===== src/common/pipearch_pkg.sv =====
package pipearch_pkg;

    // Data sizes
    localparam int WORD_BITS   = 32;
    localparam int LINE_WORDS  = 16;
    localparam int LINE_BITS   = WORD_BITS * LINE_WORDS; // 512-bit line
    localparam int POS_BITS    = $clog2(LINE_WORDS);     // Word index within a line
    localparam int OFFSET_BITS = 16;                     // Line offset taken from arg2

    // Host bus word address width
    localparam int ADR_BITS = 6;

    typedef logic [WORD_BITS-1:0] word_t;
    typedef logic [LINE_BITS-1:0] line_t;

    // Register map, word addresses on the host bus
    localparam logic [ADR_BITS-1:0] REG_ARG0 = ADR_BITS'(0); // Index argument
    localparam logic [ADR_BITS-1:0] REG_ARG1 = ADR_BITS'(1); // Target register number
    localparam logic [ADR_BITS-1:0] REG_ARG2 = ADR_BITS'(2); // Line offset
    localparam logic [ADR_BITS-1:0] REG_CMD  = ADR_BITS'(3); // Start on write, status on read
    localparam logic [ADR_BITS-1:0] REG_OUT3 = ADR_BITS'(4);
    localparam logic [ADR_BITS-1:0] REG_OUT4 = ADR_BITS'(5);

    // Staging words 0 to 15 sit at 16 to 31
    localparam logic [ADR_BITS-1:0] REG_STAGE_BASE = ADR_BITS'(16);

    // Write data is the line address that receives the staged words
    localparam logic [ADR_BITS-1:0] REG_COMMIT = ADR_BITS'(32);

    // Bit positions in REG_CMD
    localparam int CMD_START = 0; // Write side
    localparam int STAT_BUSY = 0; // Read side
    localparam int STAT_DONE = 1; // Sticky, cleared by the next start

    // Result register numbers that arg1 can select
    localparam logic [2:0] TARGET_OUT3 = 3'd3;
    localparam logic [2:0] TARGET_OUT4 = 3'd4;

endpackage

===== src/logic/host_regs.sv =====
module host_regs #(
    parameter int REGION_AW = 8
)
(
    input  logic                              clk,
    input  logic                              reset,

    // Wishbone classic slave
    input  logic                              cyc,
    input  logic                              stb,
    input  logic                              we,
    input  logic [pipearch_pkg::ADR_BITS-1:0] adr,
    input  pipearch_pkg::word_t               dat_w,
    output logic                              ack,
    output pipearch_pkg::word_t               dat_r,

    // Load unit
    output logic                              op_start,
    output pipearch_pkg::word_t               args [3],
    input  logic                              op_done,
    input  pipearch_pkg::word_t               res3,
    input  pipearch_pkg::word_t               res4,

    // Line memory write port
    output logic                              line_we,
    output logic [REGION_AW-1:0]              line_addr,
    output pipearch_pkg::line_t               line_data
);

    logic                              access;    // First cycle of a bus access
    logic                              wr_en;
    logic                              start_req;
    logic [pipearch_pkg::ADR_BITS-1:0] stage_off;
    logic                              stage_hit;
    logic                              busy;
    logic                              done;
    pipearch_pkg::line_t               stage_line;
    pipearch_pkg::word_t               out3;
    pipearch_pkg::word_t               out4;
    pipearch_pkg::word_t               rd_word;

    assign access    = cyc && stb && !ack; // Ack high blocks a second accept
    assign wr_en     = access && we;
    assign start_req = wr_en && (adr == pipearch_pkg::REG_CMD) && dat_w[pipearch_pkg::CMD_START];

    // Below the base the difference wraps high and misses
    assign stage_off = adr - pipearch_pkg::REG_STAGE_BASE;
    assign stage_hit = (stage_off < pipearch_pkg::ADR_BITS'(pipearch_pkg::LINE_WORDS));

    // Commit lands in the memory at the edge that raises ack
    assign line_we   = wr_en && (adr == pipearch_pkg::REG_COMMIT);
    assign line_addr = dat_w[REGION_AW-1:0];
    assign line_data = stage_line;

    always_comb
    begin
        rd_word = '0; // Unmapped addresses read zero
        if (stage_hit)
        begin
            rd_word = stage_line[stage_off[pipearch_pkg::POS_BITS-1:0] * pipearch_pkg::WORD_BITS
                                 +: pipearch_pkg::WORD_BITS];
        end
        else
        begin
            case (adr)
                pipearch_pkg::REG_ARG0: rd_word = args[0];
                pipearch_pkg::REG_ARG1: rd_word = args[1];
                pipearch_pkg::REG_ARG2: rd_word = args[2];
                pipearch_pkg::REG_CMD:
                begin
                    rd_word[pipearch_pkg::STAT_BUSY] = busy;
                    rd_word[pipearch_pkg::STAT_DONE] = done;
                end
                pipearch_pkg::REG_OUT3: rd_word = out3;
                pipearch_pkg::REG_OUT4: rd_word = out4;
                default:                rd_word = '0;
            endcase
        end
    end

    always_ff @(posedge clk)
    begin
        if (reset)
        begin
            ack <= 1'b0;
        end
        else
        begin
            ack <= access; // Single-cycle ack
        end
    end

    always_ff @(posedge clk)
    begin
        if (access && !we)
        begin
            dat_r <= rd_word;
        end
    end

    // Arguments and staging words
    always_ff @(posedge clk)
    begin
        if (wr_en)
        begin
            case (adr)
                pipearch_pkg::REG_ARG0: args[0] <= dat_w;
                pipearch_pkg::REG_ARG1: args[1] <= dat_w;
                pipearch_pkg::REG_ARG2: args[2] <= dat_w;
                default:                ;
            endcase
            if (stage_hit)
            begin
                stage_line[stage_off[pipearch_pkg::POS_BITS-1:0] * pipearch_pkg::WORD_BITS
                           +: pipearch_pkg::WORD_BITS] <= dat_w;
            end
        end
    end

    always_ff @(posedge clk)
    begin
        if (reset)
        begin
            op_start <= 1'b0;
            busy     <= 1'b0;
            done     <= 1'b0;
            out3     <= '0;
            out4     <= '0;
        end
        else
        begin
            op_start <= start_req && !busy; // Start while busy is dropped
            if (start_req && !busy)
            begin
                busy <= 1'b1;
                done <= 1'b0;
            end
            else if (op_done)
            begin
                busy <= 1'b0;
                done <= 1'b1;
            end
            if (op_done)
            begin
                out3 <= res3;
                out4 <= res4;
            end
        end
    end

endmodule


===== config.mk =====
export PLATFORM = sky130hd
export DESIGN_NAME = host_regs
export DESIGN_NICKNAME = d
export VERILOG_FILES = /design/src/common/pipearch_pkg.sv /design/src/logic/host_regs.sv
export SDC_FILE = /design/constraint.sdc
export NUM_CORES = 1
export LEC_CHECK = 0
export BUFFER_PORTS_ARGS = -buffer_cell sky130_fd_sc_hd__buf_2
export CORE_AREA = 3 3 297 299
export DETAILED_ROUTE_END_ITERATION = 10
export DIE_AREA = 0 0 300 302
export GPL_TIMING_DRIVEN = 0
export SYNTH_ARGS = -nofsm -noshare
export SYNTH_HDL_FRONTEND = slang
export SYNTH_SLANG_ARGS = --single-unit

===== constraint.sdc =====
create_clock -name clk -period 5.8 [get_ports clk]
set_input_delay 0.29 -clock clk [delete_from_list [all_inputs] [get_ports clk]]
set_output_delay 0.29 -clock clk [all_outputs]
set_load 0.01 [all_outputs]

### Yosys cells after proc, flatten, opt, wreduce, memory -nomap -nowiden

Cells that the tools add are included.

* muxes and demuxes: 6
* reduce and logical (&&, ||, !) cells: 18
* div/mod/pow operators: 0
* $add $sub $neg: 2
* bitwise operators: 0
* magnitude comparators: 1
* shift operators: 3
* multipliers: 0
* eq/ne operators: 6

Operators by type and width (number)
* $bwmux W512: 1
* $shift A32 B34 Y512 const A: 1
* $shiftx A32 B34 Y512: 1
* $shiftx A512 B10 Y32: 1
* $pmux W30 S5: 1
* $neg A9 Y34: 1
* $mux W32: 1
* $eq A6 B2 Y1 const B: 2
* $eq A6 B3 Y1 const B: 2
* $pmux W2 S6: 1
* $logic_and A1 B1 Y1: 8
* $reduce_and A2 Y1: 4
* $eq A6 B1 Y1 const B: 1
* $eq A6 B6 Y1 const B: 1
* $logic_not A6 Y1: 1
* $lt A6 B5 Y1 const B: 1
* $sub A6 B5 Y6 const B: 1
* $logic_not A1 Y1: 3
* $mux W1: 2
* $reduce_bool A2 Y1: 1
* $reduce_or A2 Y1: 1

* memories: 0
* register bits after elaboration: 708
* memory bits (writable): 0
* bits in read-only memories: 0
* input port bits: 108
* latch bits: 0

### Logic depth before layout (Yosys ltp)

* depth in word-level cells: 7
* mapped depth: 12
* mapped depth without buffers: 6

### Worst setup path before layout

Ideal clock, no wire load.

* kind: input -> register
* start: input port adr[2] (netlist bit)
* end: register stage_line[128] (netlist: line_data[128]), enable pin
* slack: 1.838 ns
* path buffers: 7
* cell stages on the path: 12
* arrival time: 3.541 ns
* data required time: 5.379 ns
* cells stage by stage: buf_6 > buf_4 > buf_2 > buf_2 > nor3_1 > ha_1 > clkbuf_1 > and2_0 > buf_2 > clkbuf_1 > nand2_1 > nor2_1

* longest elaborated chain between the ends: 3

Ends and longest elaborated chain
* start, declared: RTL line host_regs.sv:12 `input logic [pipearch_pkg::ADR_BITS-1:0] adr,`
* $sub A6 B5 Y6: RTL line host_regs.sv:47 `assign stage_off = adr - pipearch_pkg::REG_STAGE_BASE;`
* $lt A6 B5 Y1: RTL line host_regs.sv:48 `assign stage_hit = (stage_off < pipearch_pkg::ADR_BITS'(pipearch_pkg::LINE_WORDS));`
* $reduce_and A2 Y1 (no source line)
* end, declared: RTL line host_regs.sv:37 `pipearch_pkg::line_t stage_line;`

Every way passes these cells.
A chain may end at the register's enable or synchronous reset.

### Final worst setup path

* start: input port adr[2] (netlist bit)
* end: register stage_line[151] (netlist: line_data[151]), enable pin

Same word-level chain as after synthesis.

==> qor.txt <==
Routability cong. = 0.972
Internal power = 8.52 mW
# nets final = 3156
Clk_skew = 19.4 ps
Core area = 85400 µm²
Leakage = 13.2 nW
Crit path buf inv count = 9
Starting density of the core = 0.355
Crit path kind = input port to flip-flop
Die height = 302 µm
Critical Path Source = adr[2]
R2R Path End = line_data[400]
Async set-or-reset flop fraction in the synthesized netlist = 0
Commonest non-fill, non-tap cell in the layout = buf_2
Footprint of the multi-input gates = 8880 µm²
Crit path cell chain = buf_2, buf_6, buf_4, buf_2, buf_2, nor3_1, ha_1, clkbuf_1, and2_0, buf_2, clkbuf_1, nand2_1, nor2_4, buf_16
Max clock buf depth = 3
Seq cells post-synth = 708
Share of cells above drive strength 1 = 0.360
DR iter-0 viols = 3646
CTS root buffer = clkbuf_16
Mapped Area = 30300 µm²
Cell depth of the worst setup path = 14
Yosys top cell area share = 0.634
Sw Share = 0.253
Global routing usage on met3 = 0.120
Die Width = 300 µm
Arrival @ worst endpoint = 4930 ps
Crit path to = line_data[151]
Met1 Track Usage GR = 0.432
Vias = 24.3k
# resized after CTS = 0
Slowest cell on the critical path = nor2_4
RR Startpoint = ack
CTS tree = yes
Fill count = 7931
Port Buffer Count = 753
CP Capture Type = flip-flop
Initial antenna violation count = 13
Wirelength, routed = 158 mm
First-pass GRT wire length = 207 mm
FMAX = 0.218 GHz
Antenna Nets Post-Route = 0
Worst EP required = 6140 ps
Status = completed
# DRC = 0
Dpl ws = 691 ps
Final Non-Filler Cells = 4254
Commonest cells after routing, fill and taps aside = buf_2, edfxtp_1, nor2_1, mux2i_1, and2_1
Post-DP HPWL = 123 mm
Layer with the highest usage = met2
Top cells by area, synth = edfxtp_1, mux4_2, nor2_1, mux2i_1, dfxtp_1
Period utilization = 0.791
Net Switching = 2.88 mW
Area Growth Syn to Fin = 29.1%
EDFF count, synth = 640
Pwr dens = 291 nW/µm²
Hold buffers post-CTS = 66
Flop-to-flop setup slack = 2270 ps
Peak VDD IR = 0.233 mV
Synth area leader = edfxtp_1
Max Cap Viol = 0
Minimum clock period = 4590 ps
R2R cell count = 6
Final setup vio count = 0
Synth Instances = 2126
Avg Cell Area, Syn = 14.3 µm²
Clock power frac = 0.430
Largest net degree at the start of global routing = 33
Min-Delay Path Class = input port to flip-flop
I/O Pins = 759
Actual slew at the worst max-slew pin = 1230 ps
Gr usage total = 0.338
Slew margin rel. = 0.181
CP startpoint kind = input port
Num rows = 107
Vias in the first global route = 23.3k
Combinational power share = 0.080
Main synth FF type = edfxtp_1
Final setup margin = 1210 ps
Average wire per standard cell = 37.2 µm
Via density = 5.70
YS warnings = 0
Met2 usage = 0.533
Top Family by Delay on Critical Path = buffers and inverters
Post-CTS setup buffers = 0
Clk sinks = 708
Max-slew violations = 0
Sequential fraction of design power = 0.490
Worst stage delay on the critical path = 600 ps
RSZ-0062 raised after global routing = no
Worst-Skew Late Latency = 640 ps
Most common cell on crit path = buf_2
Area occupied by registers = 20600 µm²
H-tree levels = 3
Cells after DPL = 4040
Syn_nets = 2239
CTS buffer count = 79
Die area = 90600 µm²
Sequential area share after synthesis = 0.679
Setup TNS = 0 ps
Clk pin slew, worst setup/hold paths = 60 ps
CP max FO = 17
Unique cell type count in the Yosys netlist = 53
Total grt overflow = 0
1st-pass router iterations = 7
Hold Fails Final Rpt = 0
[flip-flops by register name, summed over array words and instances (netlist names)]
register,cells
dat_r,32
args,96
op_start,1
ack,1
out4,32
line_data,512
done,1
out3,32
busy,1
[worst min path at each step]
stage                          from       end  slack (ps)  cells after the start
after floorplan            dat_w[0]   args[0]         390                      0
after global placement     out4[18]  out4[18]         470                      2
after detailed placement   out4[25]  out4[25]         490                      2
after CTS                 dat_w[28]  args[92]          40                      1
after global routing      dat_w[27]  args[91]          60                      1
final                     dat_w[10]  args[10]          90                      1
[kinds of logic (layout without fill, tap and decap cells)]
group                      Yosys count  after routing  synth area share
muxes                              254            254             0.123
buffers and inverters              174           1150            0.0305
DFF                                708            708             0.679
other                                0              8                 0
xor gates and xnor gates             1              1          0.000289
and+or+nand+nor                    814            814             0.121
AOI/OAI and AO/OA                  170            170            0.0434
adders and majority gates            5              5           0.00206
[power groups by stage]
stage / registers (mW) / clock network [mW] / logic [mW]
floorplan: 5.69 / 0 / 0.407
global placement: 5.69 / 0 / 0.848
detailed placement: 5.69 / 0 / 0.858
CTS: 5.59 / 4.91 / 0.895
global route: 5.59 / 5.11 / 0.941
finish: 5.59 / 4.90 / 0.918
[cell usage after synthesis, types with 2 or more instances]
cell type and count:
a211oi_1 4, a21oi_1 19, a221oi_1 18, a222oi_1 16, a22oi_1 61, a31oi_1 14, and2_1 136, and3_1 44
and3b_1 2, buf_1 8, buf_2 61, buf_4 22, buf_6 14, clkbuf_1 60, clkbuf_2 6, dfxtp_1 68
edfxtp_1 640, ha_1 5, inv_1 2, mux2i_1 158, mux4_2 96, nand2_1 120, nand2b_1 3, nand3_1 16
nand3b_1 3, nand4b_1 2, nor2_1 463, nor2_2 5, nor2b_1 9, nor4_1 2, o2111ai_1 13, o211ai_1 15
[layer usage]
| metal | vias up | part of all wire | wire (µm) |
|---|---|---|---|
| met5 | - | 0.00029 | 46 |
| met2 | 1832 | 0.46 | 72100 |
| met4 | 8 | 0.041 | 6410 |
| li1 | 9759 | - | - |
| met1 | 12349 | 0.38 | 59400 |
| met3 | 305 | 0.13 | 20200 |
[cell type report]
type	instances	share of cell area
repair buffers	836	0.124
diodes	8	0.000512
flip-flops and latches	708	0.526
well taps	1144	0.0366
multi-input cells	1244	0.227
inverters	3	0.000288
clock inverters	39	0.00726
clock buffers	101	0.0553
plain buffers	171	0.0233
[per-stage QoR]
stage	power, mW	utilization	area (µm²)	hold slack [ps]
finish	11.4	0.458	39100	91.2
global route	11.6	0.458	39100	60.4
CTS	11.4	0.458	39100	44.5
detailed placement	6.55	0.421	36000	485
global placement	6.54	0.416	35500	474
floorplan	6.10	-	30300	389
No activity file was read; power rests on OpenSTA's default activity.
