`src/common/pipearch_pkg.sv`:
```
package pipearch_pkg;

    // Data sizes
    localparam int WORD_BITS   = 32;
    localparam int LINE_WORDS  = 16;
    localparam int LINE_BITS   = WORD_BITS * LINE_WORDS; // 512-bit line
    localparam int POS_BITS    = $clog2(LINE_WORDS);     // Word index within a line
    localparam int OFFSET_BITS = 16;                     // Line offset taken from arg2

    // Host bus word address width
    localparam int ADR_BITS = 6;

    typedef logic [WORD_BITS-1:0] word_t;
    typedef logic [LINE_BITS-1:0] line_t;

    // Register map, word addresses on the host bus
    localparam logic [ADR_BITS-1:0] REG_ARG0 = ADR_BITS'(0); // Index argument
    localparam logic [ADR_BITS-1:0] REG_ARG1 = ADR_BITS'(1); // Target register number
    localparam logic [ADR_BITS-1:0] REG_ARG2 = ADR_BITS'(2); // Line offset
    localparam logic [ADR_BITS-1:0] REG_CMD  = ADR_BITS'(3); // Start on write, status on read
    localparam logic [ADR_BITS-1:0] REG_OUT3 = ADR_BITS'(4);
    localparam logic [ADR_BITS-1:0] REG_OUT4 = ADR_BITS'(5);

    // Staging words 0 to 15 sit at 16 to 31
    localparam logic [ADR_BITS-1:0] REG_STAGE_BASE = ADR_BITS'(16);

    // Write data is the line address that receives the staged words
    localparam logic [ADR_BITS-1:0] REG_COMMIT = ADR_BITS'(32);

    // Bit positions in REG_CMD
    localparam int CMD_START = 0; // Write side
    localparam int STAT_BUSY = 0; // Read side
    localparam int STAT_DONE = 1; // Sticky, cleared by the next start

    // Result register numbers that arg1 can select
    localparam logic [2:0] TARGET_OUT3 = 3'd3;
    localparam logic [2:0] TARGET_OUT4 = 3'd4;

endpackage
```
`src/common/fifobram_if.sv`:
```
interface fifobram_if #(
    parameter int REGION_AW = 8
);

    logic                 re;     // Read request
    logic [REGION_AW-1:0] raddr;  // Line address, valid with re
    logic                 rvalid; // One cycle after re
    pipearch_pkg::line_t  rdata;  // Line at raddr, valid with rvalid

    // Load unit side
    modport reader
    (
        output re,
        output raddr,
        input  rvalid,
        input  rdata
    );

    // Line memory side
    modport memory
    (
        input  re,
        input  raddr,
        output rvalid,
        output rdata
    );

endinterface

```
`src/loadreg/pipearch_loadreg.sv`:
```
module pipearch_loadreg #(
    parameter int REGION_AW = 8
)
(
    input  logic                clk,
    input  logic                reset,

    input  logic                op_start,
    output logic                op_done,

    input  pipearch_pkg::word_t regs [3],
    output pipearch_pkg::word_t res3,
    output pipearch_pkg::word_t res4,

    fifobram_if.reader          region_read
);

    typedef enum logic [1:0]
    {
        ST_IDLE,
        ST_READ,
        ST_RECEIVE
    } state_t;

    state_t state;

    // Operation fields, latched on the start
    logic [pipearch_pkg::OFFSET_BITS-1:0] index_base;
    logic [pipearch_pkg::POS_BITS-1:0]    word_pos;
    logic [2:0]                           target;
    logic [pipearch_pkg::OFFSET_BITS-1:0] line_offset;

    logic [pipearch_pkg::OFFSET_BITS-1:0] line_sum;
    pipearch_pkg::word_t                  picked;

    assign line_sum = line_offset + index_base;

    // Selected word of the returned line
    assign picked = region_read.rdata[word_pos * pipearch_pkg::WORD_BITS
                                      +: pipearch_pkg::WORD_BITS];

    always_ff @(posedge clk)
    begin
        if (state == ST_IDLE && op_start)
        begin
            index_base  <= {regs[0][pipearch_pkg::OFFSET_BITS-1:pipearch_pkg::POS_BITS],
                            pipearch_pkg::POS_BITS'(0)};
            word_pos    <= regs[0][pipearch_pkg::POS_BITS-1:0];
            target      <= regs[1][2:0];
            line_offset <= regs[2][pipearch_pkg::OFFSET_BITS-1:0];
        end
        if (state == ST_READ)
        begin
            region_read.raddr <= line_sum[REGION_AW-1:0]; // Wraps to the memory size
        end
    end

    always_ff @(posedge clk)
    begin
        if (reset)
        begin
            state          <= ST_IDLE;
            region_read.re <= 1'b0;
            op_done        <= 1'b0;
            res3           <= '0;
            res4           <= '0;
        end
        else
        begin
            region_read.re <= 1'b0;
            op_done        <= 1'b0;

            case (state)
                ST_IDLE:
                begin
                    if (op_start)
                    begin
                        state <= ST_READ;
                    end
                end

                ST_READ:
                begin
                    region_read.re <= 1'b1;
                    state          <= ST_RECEIVE;
                end

                ST_RECEIVE:
                begin
                    if (region_read.rvalid)
                    begin
                        // Other targets complete without touching a result
                        if (target == pipearch_pkg::TARGET_OUT3)
                        begin
                            res3 <= picked;
                        end
                        else if (target == pipearch_pkg::TARGET_OUT4)
                        begin
                            res4 <= picked;
                        end
                        op_done <= 1'b1;
                        state   <= ST_IDLE;
                    end
                end

                default:
                begin
                    state <= ST_IDLE;
                end
            endcase
        end
    end

endmodule

```
`src/flat_wrapper.sv`:
```
// flat-port wrapper written by rule: the top's interface ports become plain ports
module pipearch_loadreg_flat 
#(
    parameter int REGION_AW = 8
)
  (clk, reset, op_start, op_done, regs, res3, res4, region_read_re, region_read_raddr, region_read_rvalid, region_read_rdata);
  fifobram_if #(.REGION_AW(REGION_AW)) region_read_i ();
  input  logic clk;
  input  logic reset;
  input  logic op_start;
  output logic op_done;
  input  pipearch_pkg::word_t regs[3];
  output pipearch_pkg::word_t res3;
  output pipearch_pkg::word_t res4;
  output wire logic [$bits(region_read_i.re)-1:0] region_read_re;
  output wire logic [$bits(region_read_i.raddr)-1:0] region_read_raddr;
  input wire logic [$bits(region_read_i.rvalid)-1:0] region_read_rvalid;
  input wire logic [$bits(region_read_i.rdata)-1:0] region_read_rdata;
  assign region_read_re = region_read_i.re;
  assign region_read_raddr = region_read_i.raddr;
  assign region_read_i.rvalid = region_read_rvalid;
  assign region_read_i.rdata = region_read_rdata;
  pipearch_loadreg #(.REGION_AW(REGION_AW)) u_core (.clk(clk), .reset(reset), .op_start(op_start), .op_done(op_done), .regs(regs), .res3(res3), .res4(res4), .region_read(region_read_i));
endmodule
```
`config.mk`:
```
export PLATFORM = sky130hd
export DESIGN_NAME = pipearch_loadreg_flat
export DESIGN_NICKNAME = d
export VERILOG_FILES = /design/src/common/pipearch_pkg.sv /design/src/common/fifobram_if.sv /design/src/loadreg/pipearch_loadreg.sv /design/src/flat_wrapper.sv
export SDC_FILE = /design/constraint.sdc
export NUM_CORES = 1
export LEC_CHECK = 0
export ABC_AREA = 1
export BUFFER_PORTS_ARGS = -buffer_cell sky130_fd_sc_hd__clkbuf_2
export CAP_MARGIN = 20
export CORE_AREA = 2 2 266 268
export CTS_BUF_LIST = sky130_fd_sc_hd__clkbuf_2
export CTS_CLUSTER_SIZE = 24
export DETAILED_ROUTE_END_ITERATION = 10
export DIE_AREA = 0 0 268 270
export GPL_TIMING_DRIVEN = 0
export PLACE_DENSITY = 0.36
export REMOVE_ABC_BUFFERS = 1
export SLEW_MARGIN = 20
export SYNTH_ARGS = -nofsm -noshare
export SYNTH_HDL_FRONTEND = slang
export SYNTH_SLANG_ARGS = --single-unit
```
`constraint.sdc`:
```
create_clock -name clk -period 2.73 [get_ports clk]
set_input_delay 0.1365 -clock clk [delete_from_list [all_inputs] [get_ports clk]]
set_output_delay 0.1365 -clock clk [all_outputs]
set_load 0.02 [all_outputs]
```
== After elaboration in Yosys (flattened, before gate mapping) ==
Cells that the tools add are included.

* Flip-flop bits (word level): 95
* Input bits: 612
* Output and inout bits: 74

* Add/subtract/negate cells: 1
* Equality and inequality tests: 6
* Shift operators: 1
* Muxes and demuxes: 5
* Bitwise gates (word level): 2
* Reduce and logical (&&, ||, !) cells: 6

{| class="wikitable"
|+ Operator list
! kind !! count
|-
| $shiftx 512x10->32 || 1
|-
| $add 8x8->8 || 1
|-
| $pmux 2 s3 || 1
|-
| $mux 2 || 2
|-
| $ne 2x2->1 const B || 2
|-
| $reduce_and 4->1 || 1
|-
| $eq 3x2->1 const B || 1
|-
| $eq 3x3->1 const B || 1
|-
| $reduce_and 3->1 || 1
|-
| $eq 2x1->1 const B || 1
|-
| $eq 2x2->1 const B || 1
|-
| $logic_not 2->1 || 1
|-
| $mux 1 || 2
|-
| $not 1->1 || 2
|-
| $reduce_and 2->1 || 1
|-
| $reduce_or 2->1 || 1
|-
| $logic_and 1x1->1 || 1
|}

== Depth between registers and ports, before layout ==
Gate-level depths: netlist of run 1.

* Word-level depth: 3
* Gate-level depth with buffers: 12
* Gate-level depth less buffers: 9

== Worst setup path before layout of run 1 ==
OpenSTA, ideal clock, no wires.

* Path type: register -> register
* Start: register u_core.state[1]
* End: register u_core.index_base[4] in the netlist's numbering (enable)
* Arrival time: 1711 ps
* Data required time: 2311 ps
* Setup slack: 600 ps
* Stages on the path, launching flop included: 2
* Buffers on the path: 0
* Period minus slack after synthesis: 2130 ps
* Cells stage by stage: dfxtp_1 > nor3_1

* Longest elaborated chain between the ends: 2

{| class="wikitable"
|+ Ends and longest elaborated chain
! element !! RTL line !! RTL
|-
| from (decl) || pipearch_loadreg.sv:25 || <nowiki>state_t state;</nowiki>
|-
| from (signal assigned) || pipearch_loadreg.sv:62 || <nowiki>state <= ST_IDLE;</nowiki>
|-
| from (signal assigned) || pipearch_loadreg.sv:78 || <nowiki>state <= ST_READ;</nowiki>
|-
| from (signal assigned) || pipearch_loadreg.sv:85 || <nowiki>state <= ST_RECEIVE;</nowiki>
|-
| $logic_not 2->1 || pipearch_loadreg.sv:44 || <nowiki>if (state == ST_IDLE && op_start)</nowiki>
|-
| $logic_and 1x1->1 || pipearch_loadreg.sv:44 ||
|-
| to (signal assigned) || pipearch_loadreg.sv:46 || <nowiki>index_base <= {regs[0][pipearch_pkg::OFFSET_BITS-1:pipearch_pkg::POS_BITS],</nowiki>
|-
| to (decl) || pipearch_loadreg.sv:28 || <nowiki>logic [pipearch_pkg::OFFSET_BITS-1:0] index_base;</nowiki>
|}

Every way passes these cells.
A chain may end at the register's enable or synchronous reset.

== Worst setup path in the final report of run 1 ==
* Start: register u_core.word_pos[2] in the netlist's numbering
* End: register u_core.res3[10]

* Longest elaborated chain between the ends: 1

{| class="wikitable"
|+ Ends and longest elaborated chain
! element !! RTL line !! RTL
|-
| from (decl) || pipearch_loadreg.sv:29 || <nowiki>logic [pipearch_pkg::POS_BITS-1:0] word_pos;</nowiki>
|-
| from (signal assigned) || pipearch_loadreg.sv:48 || <nowiki>word_pos <= regs[0][pipearch_pkg::POS_BITS-1:0];</nowiki>
|-
| $shiftx 512x10->32 || pipearch_loadreg.sv:39 || <nowiki>assign picked = region_read.rdata[word_pos * pipearch_pkg::WORD_BITS</nowiki>
|-
| to (signal assigned) || pipearch_loadreg.sv:95 || <nowiki>res3 <= picked;</nowiki>
|-
| to (decl) || pipearch_loadreg.sv:12 || <nowiki>output pipearch_pkg::word_t res3,</nowiki>
|}

Every way passes these cells.

==> metrics.yaml, run 1 <==
status: "finished clean"
setup_repair_after_global_routing_missed_its_margin: "false"
finish.utilization_pct: 28.6
dieWidth_um: 268
cell_accounting_for_the_most_synthesized_area: "nand2_1"
share_clk_of_total_power_pct: 19.1
yosys_warnings: 0
min_path_type: "in2reg"
floorplan.die_area_um2: 72400
cts.path.max_buffers: 2
cts_made_buffers: 9
post_dp_cell_area_um2: 14100
via_count: 15300
worst_setup_sp_type: "flop"
rows: 97
initial_core_util_pct: 13.9
fillerInstances: 7878
r2r_cells: 9
initialDrtViolationCount: 487
fraction_of_layout_instances_using_a_drive_strength_above_1_pct: 22.7
worst_setup_hold_path_clk_slew_ns: 0.37
share_seq_of_total_power_pct: 31.3
power.ir.vdd_worst_uv: 221
place.gp.congestion: 0.754
p_switching_w: 0.00184
num-nets-final: 3629
max_slew.worst_pin.slew_ns: 0.798
startpoint: "u_core.word_pos[2]$_DFFE_PP_"
clock_skew_ns: 0.0484
final-seq-area_um2: 2170
areaGrowthSynthToFinish_pct: 106
endpoint: "u_core.res3[10]$_SDFFE_PP0P_"
post-route-cell-area_um2: 19900
synth.lib_cells_used.distinct: 22
pin_count_of_the_biggest_net_entering_global_routing: 79
finalCritPeriodShare_pct: 97.0
finalWorstSetupSlack_ns: 0.0824
edff_count_synth: 27
end_kind: "flop"
routedWlPerCell_um: 14.4
detail-route-antenna-nets: 0
first_pass_iters: 6
grt_pass1_vias: 15800
worstSkewPairLatency_ns: 0.79
timing.critical_path.arrival_ns: 3.37
drc: 0
critPathMaxFanout: 41
critPathRequiredTime_ns: 3.45
r2r_slack_ns: 0.08
finalHoldViolations: 0
cells_taking_the_most_area_after_synthesis: "nand2_1 (32%), nand3_1 (20%), dfxtp_1 (14%), inv_1 (13%), edfxtp_1 (8.4%)"
synthDominantCellAreaShare_pct: 32.4
post_synth_inst_count: 1916
report.final.slew_viol_count: 0
core_um2: 69500
area_taken_by_multi_input_logic_gates_um2: 5710
leftover_overflow_at_the_end_of_global_routing: 0
rr_endpoint: "u_core.res3[10]$_SDFFE_PP0P_"
routed_wirelength_mm: 56.9
worstSetupPathType: "reg2reg"
holdWs_ns: 0.146
setup_viol: 0
antenna_found_initial: 4
postSynthAreaPerCell_um2: 5.05
power.switching_fraction_pct: 37.8
relative_slew_slack_pct: 46.6
detailed_place_hpwl_mm: 40.7
clock_tree.root_cell: "clkbuf_2"
pwr_density_cell_nw_per_um2: 244
htree_num_levels: 3
die-height_um: 270
top_level_ports: 686
tritoncts: "yes"
synth_sequential_area_ratio_pct: 22.5
post_place_worst_slack_ns: -0.339
timing.max_cap.violations: 0
grt_first_pass_wirelength_mm: 86.2
synth-main-ff-cell: "dfxtp_1"
combinationalPowerShare_pct: 49.6
clock.fmax_mhz: 378
vias_per_cell: 3.85
global_route.usage.total_pct: 15.2
cts.sinks: 95
ys_async_rst_share_pct: 0
total_leakage_power_nw: 11.1
netlist_area_um2: 9670
postSynthRegisterBits: 95
intPower_w: 0.00303
io_buffer_count: 608
worstReg2RegStart: "u_core.word_pos[2]$_DFFE_PP_"
layout_min_cycle_time_ns: 2.65
state kept, by name (all words and copies together), names as in the netlist:
| signal | count |
|---|---|
| u_core.region_read.raddr | 8 |
| u_core.state | 2 |
| u_core.region_read.re | 1 |
| u_core.word_pos | 4 |
| u_core.index_base | 4 |
| u_core.res3 | 32 |
| u_core.res4 | 32 |
| u_core.line_offset | 8 |
| u_core.op_done | 1 |
| u_core.target | 3 |
worst min-delay path by stage:
stage                     slack, ns                              end              startpoint  depth (start not counted)
final                          0.15     u_core.res3[26]$_SDFFE_PP0P_  region_read_rdata[314]                          9
after global routing           0.11     u_core.res3[26]$_SDFFE_PP0P_  region_read_rdata[314]                          9
after CTS                      0.03     u_core.res3[26]$_SDFFE_PP0P_  region_read_rdata[314]                          9
after detailed placement       0.32  u_core.line_offset[7]$_DFFE_PP_                 regs[7]                          1
after global placement         0.31     u_core.word_pos[2]$_DFFE_PP_                regs[66]                          1
after floorplan                0.21     u_core.state[0]$_SDFFE_PP0P_                   reset                          1
stage by stage:
step / std cells / total power (W) / setup TNS (ns)
6_report: 3963 / 0.00487 / 0
5_1_grt: 3962 / 0.00529 / 0
4_1_cts: 3953 / 0.00497 / 0
3_5_place_dp: 3382 / 0.00325 / -3.77
3_3_place_gp: 3339 / 0.00325 / -1426.01
2_1_floorplan: 1791 / 0.00243 / -538.52
placed cells by master (no fill, tap or decap):
| master | instances |
|---|---|
| clkbuf_16 | 1 |
| fa_1 | 1 |
| nand3_1 | 384 |
| edfxtp_1 | 27 |
| dfxtp_1 | 68 |
| nor2_4 | 1 |
| buf_12 | 4 |
| xor2_1 | 1 |
| nand3_2 | 1 |
| nor3_2 | 1 |
| inv_4 | 2 |
| inv_8 | 2 |
| a21oi_1 | 1 |
| or2_2 | 1 |
| inv_2 | 1 |
| nor3_1 | 2 |
| buf_6 | 1 |
| clkbuf_2 | 616 |
| dlygate4sd3_1 | 553 |
| buf_16 | 11 |
| clkinvlp_4 | 1 |
| clkbuf_4 | 1 |
| nor2_1 | 132 |
| xnor2_1 | 2 |
| nand2_1 | 836 |
| ha_1 | 3 |
| bufinv_16 | 1 |
| clkinv_4 | 2 |
| inv_12 | 1 |
| nor3_4 | 1 |
| nor4_1 | 1 |
| inv_6 | 1 |
| diode_2 | 5 |
| buf_8 | 27 |
| inv_1 | 323 |
| buf_4 | 6 |
| clkinv_8 | 1 |
cells in the mapped netlist, types with 2 or more instances:
cell type / number
ha_1: 3
buf_6: 3
inv_1: 326
nand3_1: 385
dfxtp_1: 68
xnor2_1: 2
buf_1: 26
edfxtp_1: 27
buf_2: 48
nor2_1: 132
nand2_1: 836
buf_4: 3
inv_2: 2
clkbuf_1: 45
nor3_1: 3
cell type report:
| cell class | instances | share of cell area (%) |
|---|---|---|
| Timing Repair Buffer | 1211 | 47.4 |
| Inverter | 328 | 6.31 |
| Multi-Input combinational cell | 1368 | 28.7 |
| Tap cell | 940 | 5.90 |
| Antenna cell | 5 | 0.0628 |
| Clock buffer | 9 | 0.226 |
| Sequential cell | 95 | 10.9 |
| Clock inverter | 7 | 0.459 |
critical path, cell delays in order (launching register included):
cell and delay, ns:
edfxtp_1 0.69, buf_8 0.26, buf_8 0.17, inv_4 0.29
buf_16 0.27, nand3_1 0.31, nand3_1 0.18, nand3_1 0.15
nand2_1 0.11, inv_1 0.04
cells by family (layout without fill, tap and decap cells):
| family | Yosys count | in the layout | share of synthesized area (%) |
|---|---|---|---|
| flip-flops | 95 | 95 | 22.5 |
| AND/OR/NAND/NOR | 1360 | 1360 | 58.1 |
| adder cells (fa/ha/maj) | 4 | 4 | 0.595 |
| other | 0 | 5 | 0 |
| AO/OA/AOI/OAI | 1 | 1 | 0.0517 |
| buffers and inverters | 453 | 1555 | 18.6 |
| XOR/XNOR | 3 | 3 | 0.272 |
what timing repair did:
item / in CTS / in global routing
setup endpoints to repair: 26 / 35
cloned: 1 / 1
buffers inserted: 1 / 5
hold buffers: 553 / 0
resized for setup: 0 / 6
hold endpoints to repair: 105 / 0
metal layers:
metal / vias to the layer above / routed length, µm / global-route usage [%]
met5: - / 0 / 0
met4: 0 / 1120 / 4.35
met3: 55 / 3000 / 2.92
met2: 416 / 29000 / 28.7
met1: 6852 / 23800 / 17.1
li1: 7948 / - / -
power by group through the flow:
stage | sequential [W] | combinational, W | clock, W
floorplan | 0.00164 | 0.000789 | 0
global placement | 0.00172 | 0.00154 | 0
detailed placement | 0.00156 | 0.00169 | 0
CTS | 0.00153 | 0.00241 | 0.00102
global route | 0.00153 | 0.00269 | 0.00107
finish | 0.00153 | 0.00241 | 0.000929
No activity file was read; power rests on OpenSTA's default activity.
==> run 2, diff against run 1 <==
==> constraint.sdc (replaced) <==
create_clock -name clk -period 2.5 [get_ports clk]
set_input_delay 0.125 -clock clk [delete_from_list [all_inputs] [get_ports clk]]
set_output_delay 0.125 -clock clk [all_outputs]
set_load 0.02 [all_outputs]
==> run 2 against run 1 <==
Against the previous run:
- register-to-register slack worse by 0.03 ns
- highest routed layer unchanged
- hold slack worse by 0.0036 ns
- core utilization up 0.099 points
- sequential cell count unchanged
- worst setup slack worse by 0.026 ns
- critical endpoint unchanged
- clock-buffer cell count unchanged
- clock power up 9%
- largest cell class unchanged
- largest power group unchanged
- sequential power up 8%
==> metrics.yaml, run 2 (synthesized netlist as in run 1, its figures left out) <==
top_level_ports: 686
rr_endpoint: "u_core.res3[10]$_SDFFE_PP0P_"
via_count: 15400
worst_setup_sp_type: "flop"
vias_per_cell: 3.89
routedWlPerCell_um: 14.7
grt_pass1_vias: 16100
final_common_cell: "nand2_1"
endpoint: "u_core.res3[10]$_SDFFE_PP0P_"
power.ir.vdd_worst_uv: 245
min_path_type: "in2reg"
end_kind: "flop"
critPathMaxFanout: 41
final_cell_mix: "nand2_1 (836), clkbuf_2 (616), dlygate4sd3_1 (553)"
fraction_of_layout_instances_using_a_drive_strength_above_1_pct: 22.8
layout_top_registers: "u_core.res3 (32), u_core.res4 (32)"
total_leakage_power_nw: 11.1
critPathRequiredTime_ns: 3.22
post_dp_cell_area_um2: 14100
grt_first_pass_wirelength_mm: 87.9
floorplan.die_area_um2: 72400
timing.critical_path.arrival_ns: 3.17
report.final.slew_viol_count: 0
worstSkewPairLatency_ns: 0.79
worst_setup_hold_path_clk_slew_ns: 0.36
leftover_overflow_at_the_end_of_global_routing: 0
layout_min_cycle_time_ns: 2.44
areaGrowthSynthToFinish_pct: 107
finalHoldViolations: 0
core_um2: 69500
pin_count_of_the_biggest_net_entering_global_routing: 79
setup_viol: 0
first_pass_iters: 5
relative_slew_slack_pct: 46.6
hold_wc_startpoint: "region_read_rdata[314]"
clock.fmax_mhz: 409
startpoint: "u_core.word_pos[2]$_DFFE_PP_"
finalWorstSetupSlack_ns: 0.0566
place.gp.congestion: 0.754
post_place_worst_slack_ns: -0.569
die-height_um: 270
global_route.usage.total_pct: 15.5
detail-route-antenna-nets: 0
r2r_slack_ns: 0.06
cts_made_buffers: 9
layoutNonFillerInstCount: 3966
clock_skew_ns: 0.0439
initialDrtViolationCount: 554
num-nets-final: 3631
io_buffer_count: 608
finalCritPeriodShare_pct: 97.7
initial_core_util_pct: 13.9
cts.sinks: 95
dp.cells: 3382
status: "finished clean"
clock_tree.root_cell: "clkbuf_2"
antenna_found_initial: 3
setup_repair_after_global_routing_missed_its_margin: "false"
worstSetupPathType: "reg2reg"
worstReg2RegStart: "u_core.word_pos[2]$_DFFE_PP_"
pwr_density_cell_nw_per_um2: 266
tritoncts: "yes"
rows: 97
htree_num_levels: 3
cts.path.max_buffers: 2
r2r_cells: 9
routed_wirelength_mm: 58.2
dieWidth_um: 268
detailed_place_hpwl_mm: 40.7
timing.max_cap.violations: 0
post-route-cell-area_um2: 20000
drc: 0
max_slew.worst_pin.slew_ns: 0.798
[run 2: changes by cell type in the layout (fill, tap and decap cells not counted), sizes merged]
cell and change:
bufbuf +2, diode +1
[run 2: report_power, final]
part | switching, W | internal [W] | total, W
sequential | 0.0000241 | 0.00164 | 0.00166
combinational | 0.00125 | 0.00138 | 0.00263
clock | 0.000757 | 0.000257 | 0.00101
[run 2: through the flow]
step | util (%) | TNS (ns) | total power, W | hold slack [ns]
after global placement | 19.2 | -1445.10 | 0.00355 | 0.303
after global routing | 28.7 | 0 | 0.00576 | 0.106
after floorplan | - | -553.24 | 0.00265 | 0.197
final | 28.7 | 0 | 0.00531 | 0.143
after detailed placement | 20.3 | -10.45 | 0.00355 | 0.304
after CTS | 28.6 | 0 | 0.00541 | 0.0232
[run 2: repair_timing]
item	4_1_cts	5_1_grt
gates cloned	2	1
endpoints found under the hold margin	105	0
buffers inserted	2	5
pin swaps	0	3
hold buffers	553	0
resized for setup	1	8
endpoints found under the setup margin	51	44
[run 2: worst min path at each step]
stage | endpoint | slack [ns] | depth (start not counted)
after floorplan | u_core.state[0]$_SDFFE_PP0P_ | 0.20 | 1
after detailed placement | u_core.line_offset[7]$_DFFE_PP_ | 0.30 | 1
after CTS | u_core.res3[26]$_SDFFE_PP0P_ | 0.02 | 9
final | u_core.res3[26]$_SDFFE_PP0P_ | 0.14 | 9
after global placement | u_core.word_pos[2]$_DFFE_PP_ | 0.30 | 1
after global routing | u_core.res4[10]$_SDFFE_PP0P_ | 0.11 | 9
[run 2: worst max-delay path, stage by stage (launching register included)]
cell and delay, ns:
edfxtp_1 0.59, buf_8 0.21, buf_8 0.17, inv_6 0.23
buf_16 0.26, nand3_1 0.31, nand3_1 0.18, nand3_1 0.15
nand2_1 0.11, inv_1 0.04
[run 2: layout make-up]
| class | instances | area [µm²] |
|---|---|---|
| fill | 7830 | 49600 |
| timing repair buffer | 1213 | 9500 |
| multi-input combinational | 1368 | 5730 |
| sequential | 95 | 2170 |
| inverter | 328 | 1260 |
| tap | 940 | 1180 |
| clock inverter | 7 | 91.3 |
| clock buffer | 9 | 45.0 |
| antenna | 6 | 15.0 |
[run 2: routing by layer]
layer	GRT usage [%]	share of wire (%)
met4	4.98	2.9
met2	29.3	50
met1	17.4	42
met5	0	0
met3	2.84	5.1
==> run 3, diff against run 2 <==
--- a/config.mk
+++ b/config.mk
@@ -14,6 +14,7 @@
 export DETAILED_ROUTE_END_ITERATION = 10
 export DIE_AREA = 0 0 268 270
 export GPL_TIMING_DRIVEN = 0
+export MAX_ROUTING_LAYER = met4
 export PLACE_DENSITY = 0.36
 export REMOVE_ABC_BUFFERS = 1
 export SLEW_MARGIN = 20
==> run 3 against run 2 <==
Against the previous run:
- clock power about the same
- register-to-register slack about the same
- non-clock buffer count unchanged
- hold slack got worse by 0.0023 ns
- critical endpoint unchanged
- largest power group unchanged
- sequential cell count unchanged
- total power about the same
- clock-buffer cell count unchanged
==> metrics.yaml, run 3 (synthesized netlist as in run 1, its figures left out) <==
hold_path_depth: 9
die-height_um: 270
max_slew.worst_pin.slew_ns: 0.798
timing.max_cap.violations: 0
grt_pass1_vias: 16100
final_common_cell: "nand2_1"
total_leakage_power_nw: 11.1
worstReg2RegStart: "u_core.word_pos[2]$_DFFE_PP_"
floorplan.die_area_um2: 72400
layout_top_registers: "u_core.res3 (32), u_core.res4 (32)"
power.ir.vdd_worst_uv: 244
worst_setup_hold_path_clk_slew_ns: 0.36
detail-route-antenna-nets: 0
place.gp.congestion: 0.764
holdWs_ns: 0.140
tritoncts: "yes"
relative_slew_slack_pct: 46.6
fraction_of_layout_instances_using_a_drive_strength_above_1_pct: 22.8
cts_made_buffers: 9
report.final.slew_viol_count: 0
hold_end: "u_core.res3[26]$_SDFFE_PP0P_"
rr_endpoint: "u_core.res3[10]$_SDFFE_PP0P_"
initial_core_util_pct: 13.9
routedWlPerCell_um: 14.7
first_pass_iters: 7
io_buffer_count: 608
core_um2: 69500
layout_min_cycle_time_ns: 2.43
status: "finished clean"
setup-tns-final_ns: 0
htree_num_levels: 3
r2r_cells: 9
antenna_found_initial: 3
clock_tree.root_cell: "clkbuf_2"
leftover_overflow_at_the_end_of_global_routing: 0
dieWidth_um: 268
finish.utilization_pct: 28.7
global_route.usage.total_pct: 16.0
worstSetupPathType: "reg2reg"
vias_per_cell: 3.89
final_cell_mix: "nand2_1 (836), clkbuf_2 (616), dlygate4sd3_1 (553)"
num-nets-final: 3631
end_kind: "flop"
critPathRequiredTime_ns: 3.22
min_path_type: "in2reg"
setup_viol: 0
critPathMaxFanout: 41
totalPowerFinal_w: 0.00531
timing.critical_path.arrival_ns: 3.15
post-route-cell-area_um2: 20000
rows: 97
finalHoldViolations: 0
drc: 0
clock_skew_ns: 0.0442
detailed_place_hpwl_mm: 40.7
routed_wirelength_mm: 58.2
setup_repair_after_global_routing_missed_its_margin: "false"
cts.sinks: 95
finalCritPeriodShare_pct: 97.2
worstSkewPairLatency_ns: 0.79
grt_first_pass_wirelength_mm: 87.8
post_dp_cell_area_um2: 14100
top_level_ports: 686
clock.fmax_mhz: 412
cts.path.max_buffers: 2
areaGrowthSynthToFinish_pct: 107
hold_wc_startpoint: "region_read_rdata[314]"
initialDrtViolationCount: 564
worst_setup_sp_type: "flop"
via_count: 15400
pwr_density_cell_nw_per_um2: 266
pin_count_of_the_biggest_net_entering_global_routing: 79
r2r_slack_ns: 0.07
-- run 3: cell count changes in the layout (fill, tap and decap cells not counted) --
| cell | delta |
|---|---|
| diode_2 | -2 |
-- run 3: how the worst max path moves through the flow --
stage	slack, ns	startpoint	endpoint	cells after the start
final	0.07	u_core.word_pos[2]$_DFFE_PP_	u_core.res3[10]$_SDFFE_PP0P_	9
after global routing	0.007	u_core.word_pos[0]$_DFFE_PP_	u_core.res3[23]$_SDFFE_PP0P_	13
after CTS	0.04	u_core.word_pos[0]$_DFFE_PP_	u_core.res3[10]$_SDFFE_PP0P_	11
after detailed placement	-0.57	u_core.word_pos[0]$_DFFE_PP_	u_core.res3[10]$_SDFFE_PP0P_	11
after global placement	-22.79	u_core.word_pos[0]$_DFFE_PP_	u_core.res3[10]$_SDFFE_PP0P_	9
after floorplan	-8.65	u_core.word_pos[0]$_DFFE_PP_	u_core.res3[10]$_SDFFE_PP0P_	9
-- run 3: where the power goes --
part	switching, W	internal, W
clock network	0.000756	0.000257
logic	0.00124	0.00138
registers	0.0000241	0.00164
total	0.00202	0.00328
-- run 3: cell type report --
type | count | area [µm²]
fill | 7829 | 49600
multi-input combinational | 1368 | 5730
antenna | 4 | 10.0
clock buffer | 9 | 45.0
sequential | 95 | 2170
timing repair buffer | 1213 | 9500
tap | 940 | 1180
inverter | 328 | 1260
clock inverter | 7 | 91.3
-- run 3: metal layers --
metal	global-route usage, %	wire length [µm]
met1	17.5	24400
met2	29.3	29300
met3	2.69	2870
met4	4.93	1660
met5	-	0
-- run 3: metrics by stage --
step,setup WS (ns),std cells
2_1_floorplan,-8.65,1791
3_3_place_gp,-22.79,3339
3_5_place_dp,-0.569,3382
4_1_cts,0.0383,3955
5_1_grt,0.00732,3963
6_report,0.0711,3964
-- run 3: timing repair --
item | CTS | global route
pin swaps | 0 | 3
hold buffers | 553 | 0
buffers inserted | 2 | 5
hold endpoints to repair | 105 | 0
gates cloned | 2 | 1
gates resized for setup | 1 | 8
endpoints found under the setup margin | 51 | 44
-- run 3: critical path: stages, from the launching register on --
cell	delay, ns
edfxtp_1	0.59
buf_8	0.21
buf_8	0.17
inv_6	0.23
buf_16	0.26
nand3_1	0.31
nand3_1	0.18
nand3_1	0.15
nand2_1	0.11
inv_1	0.04
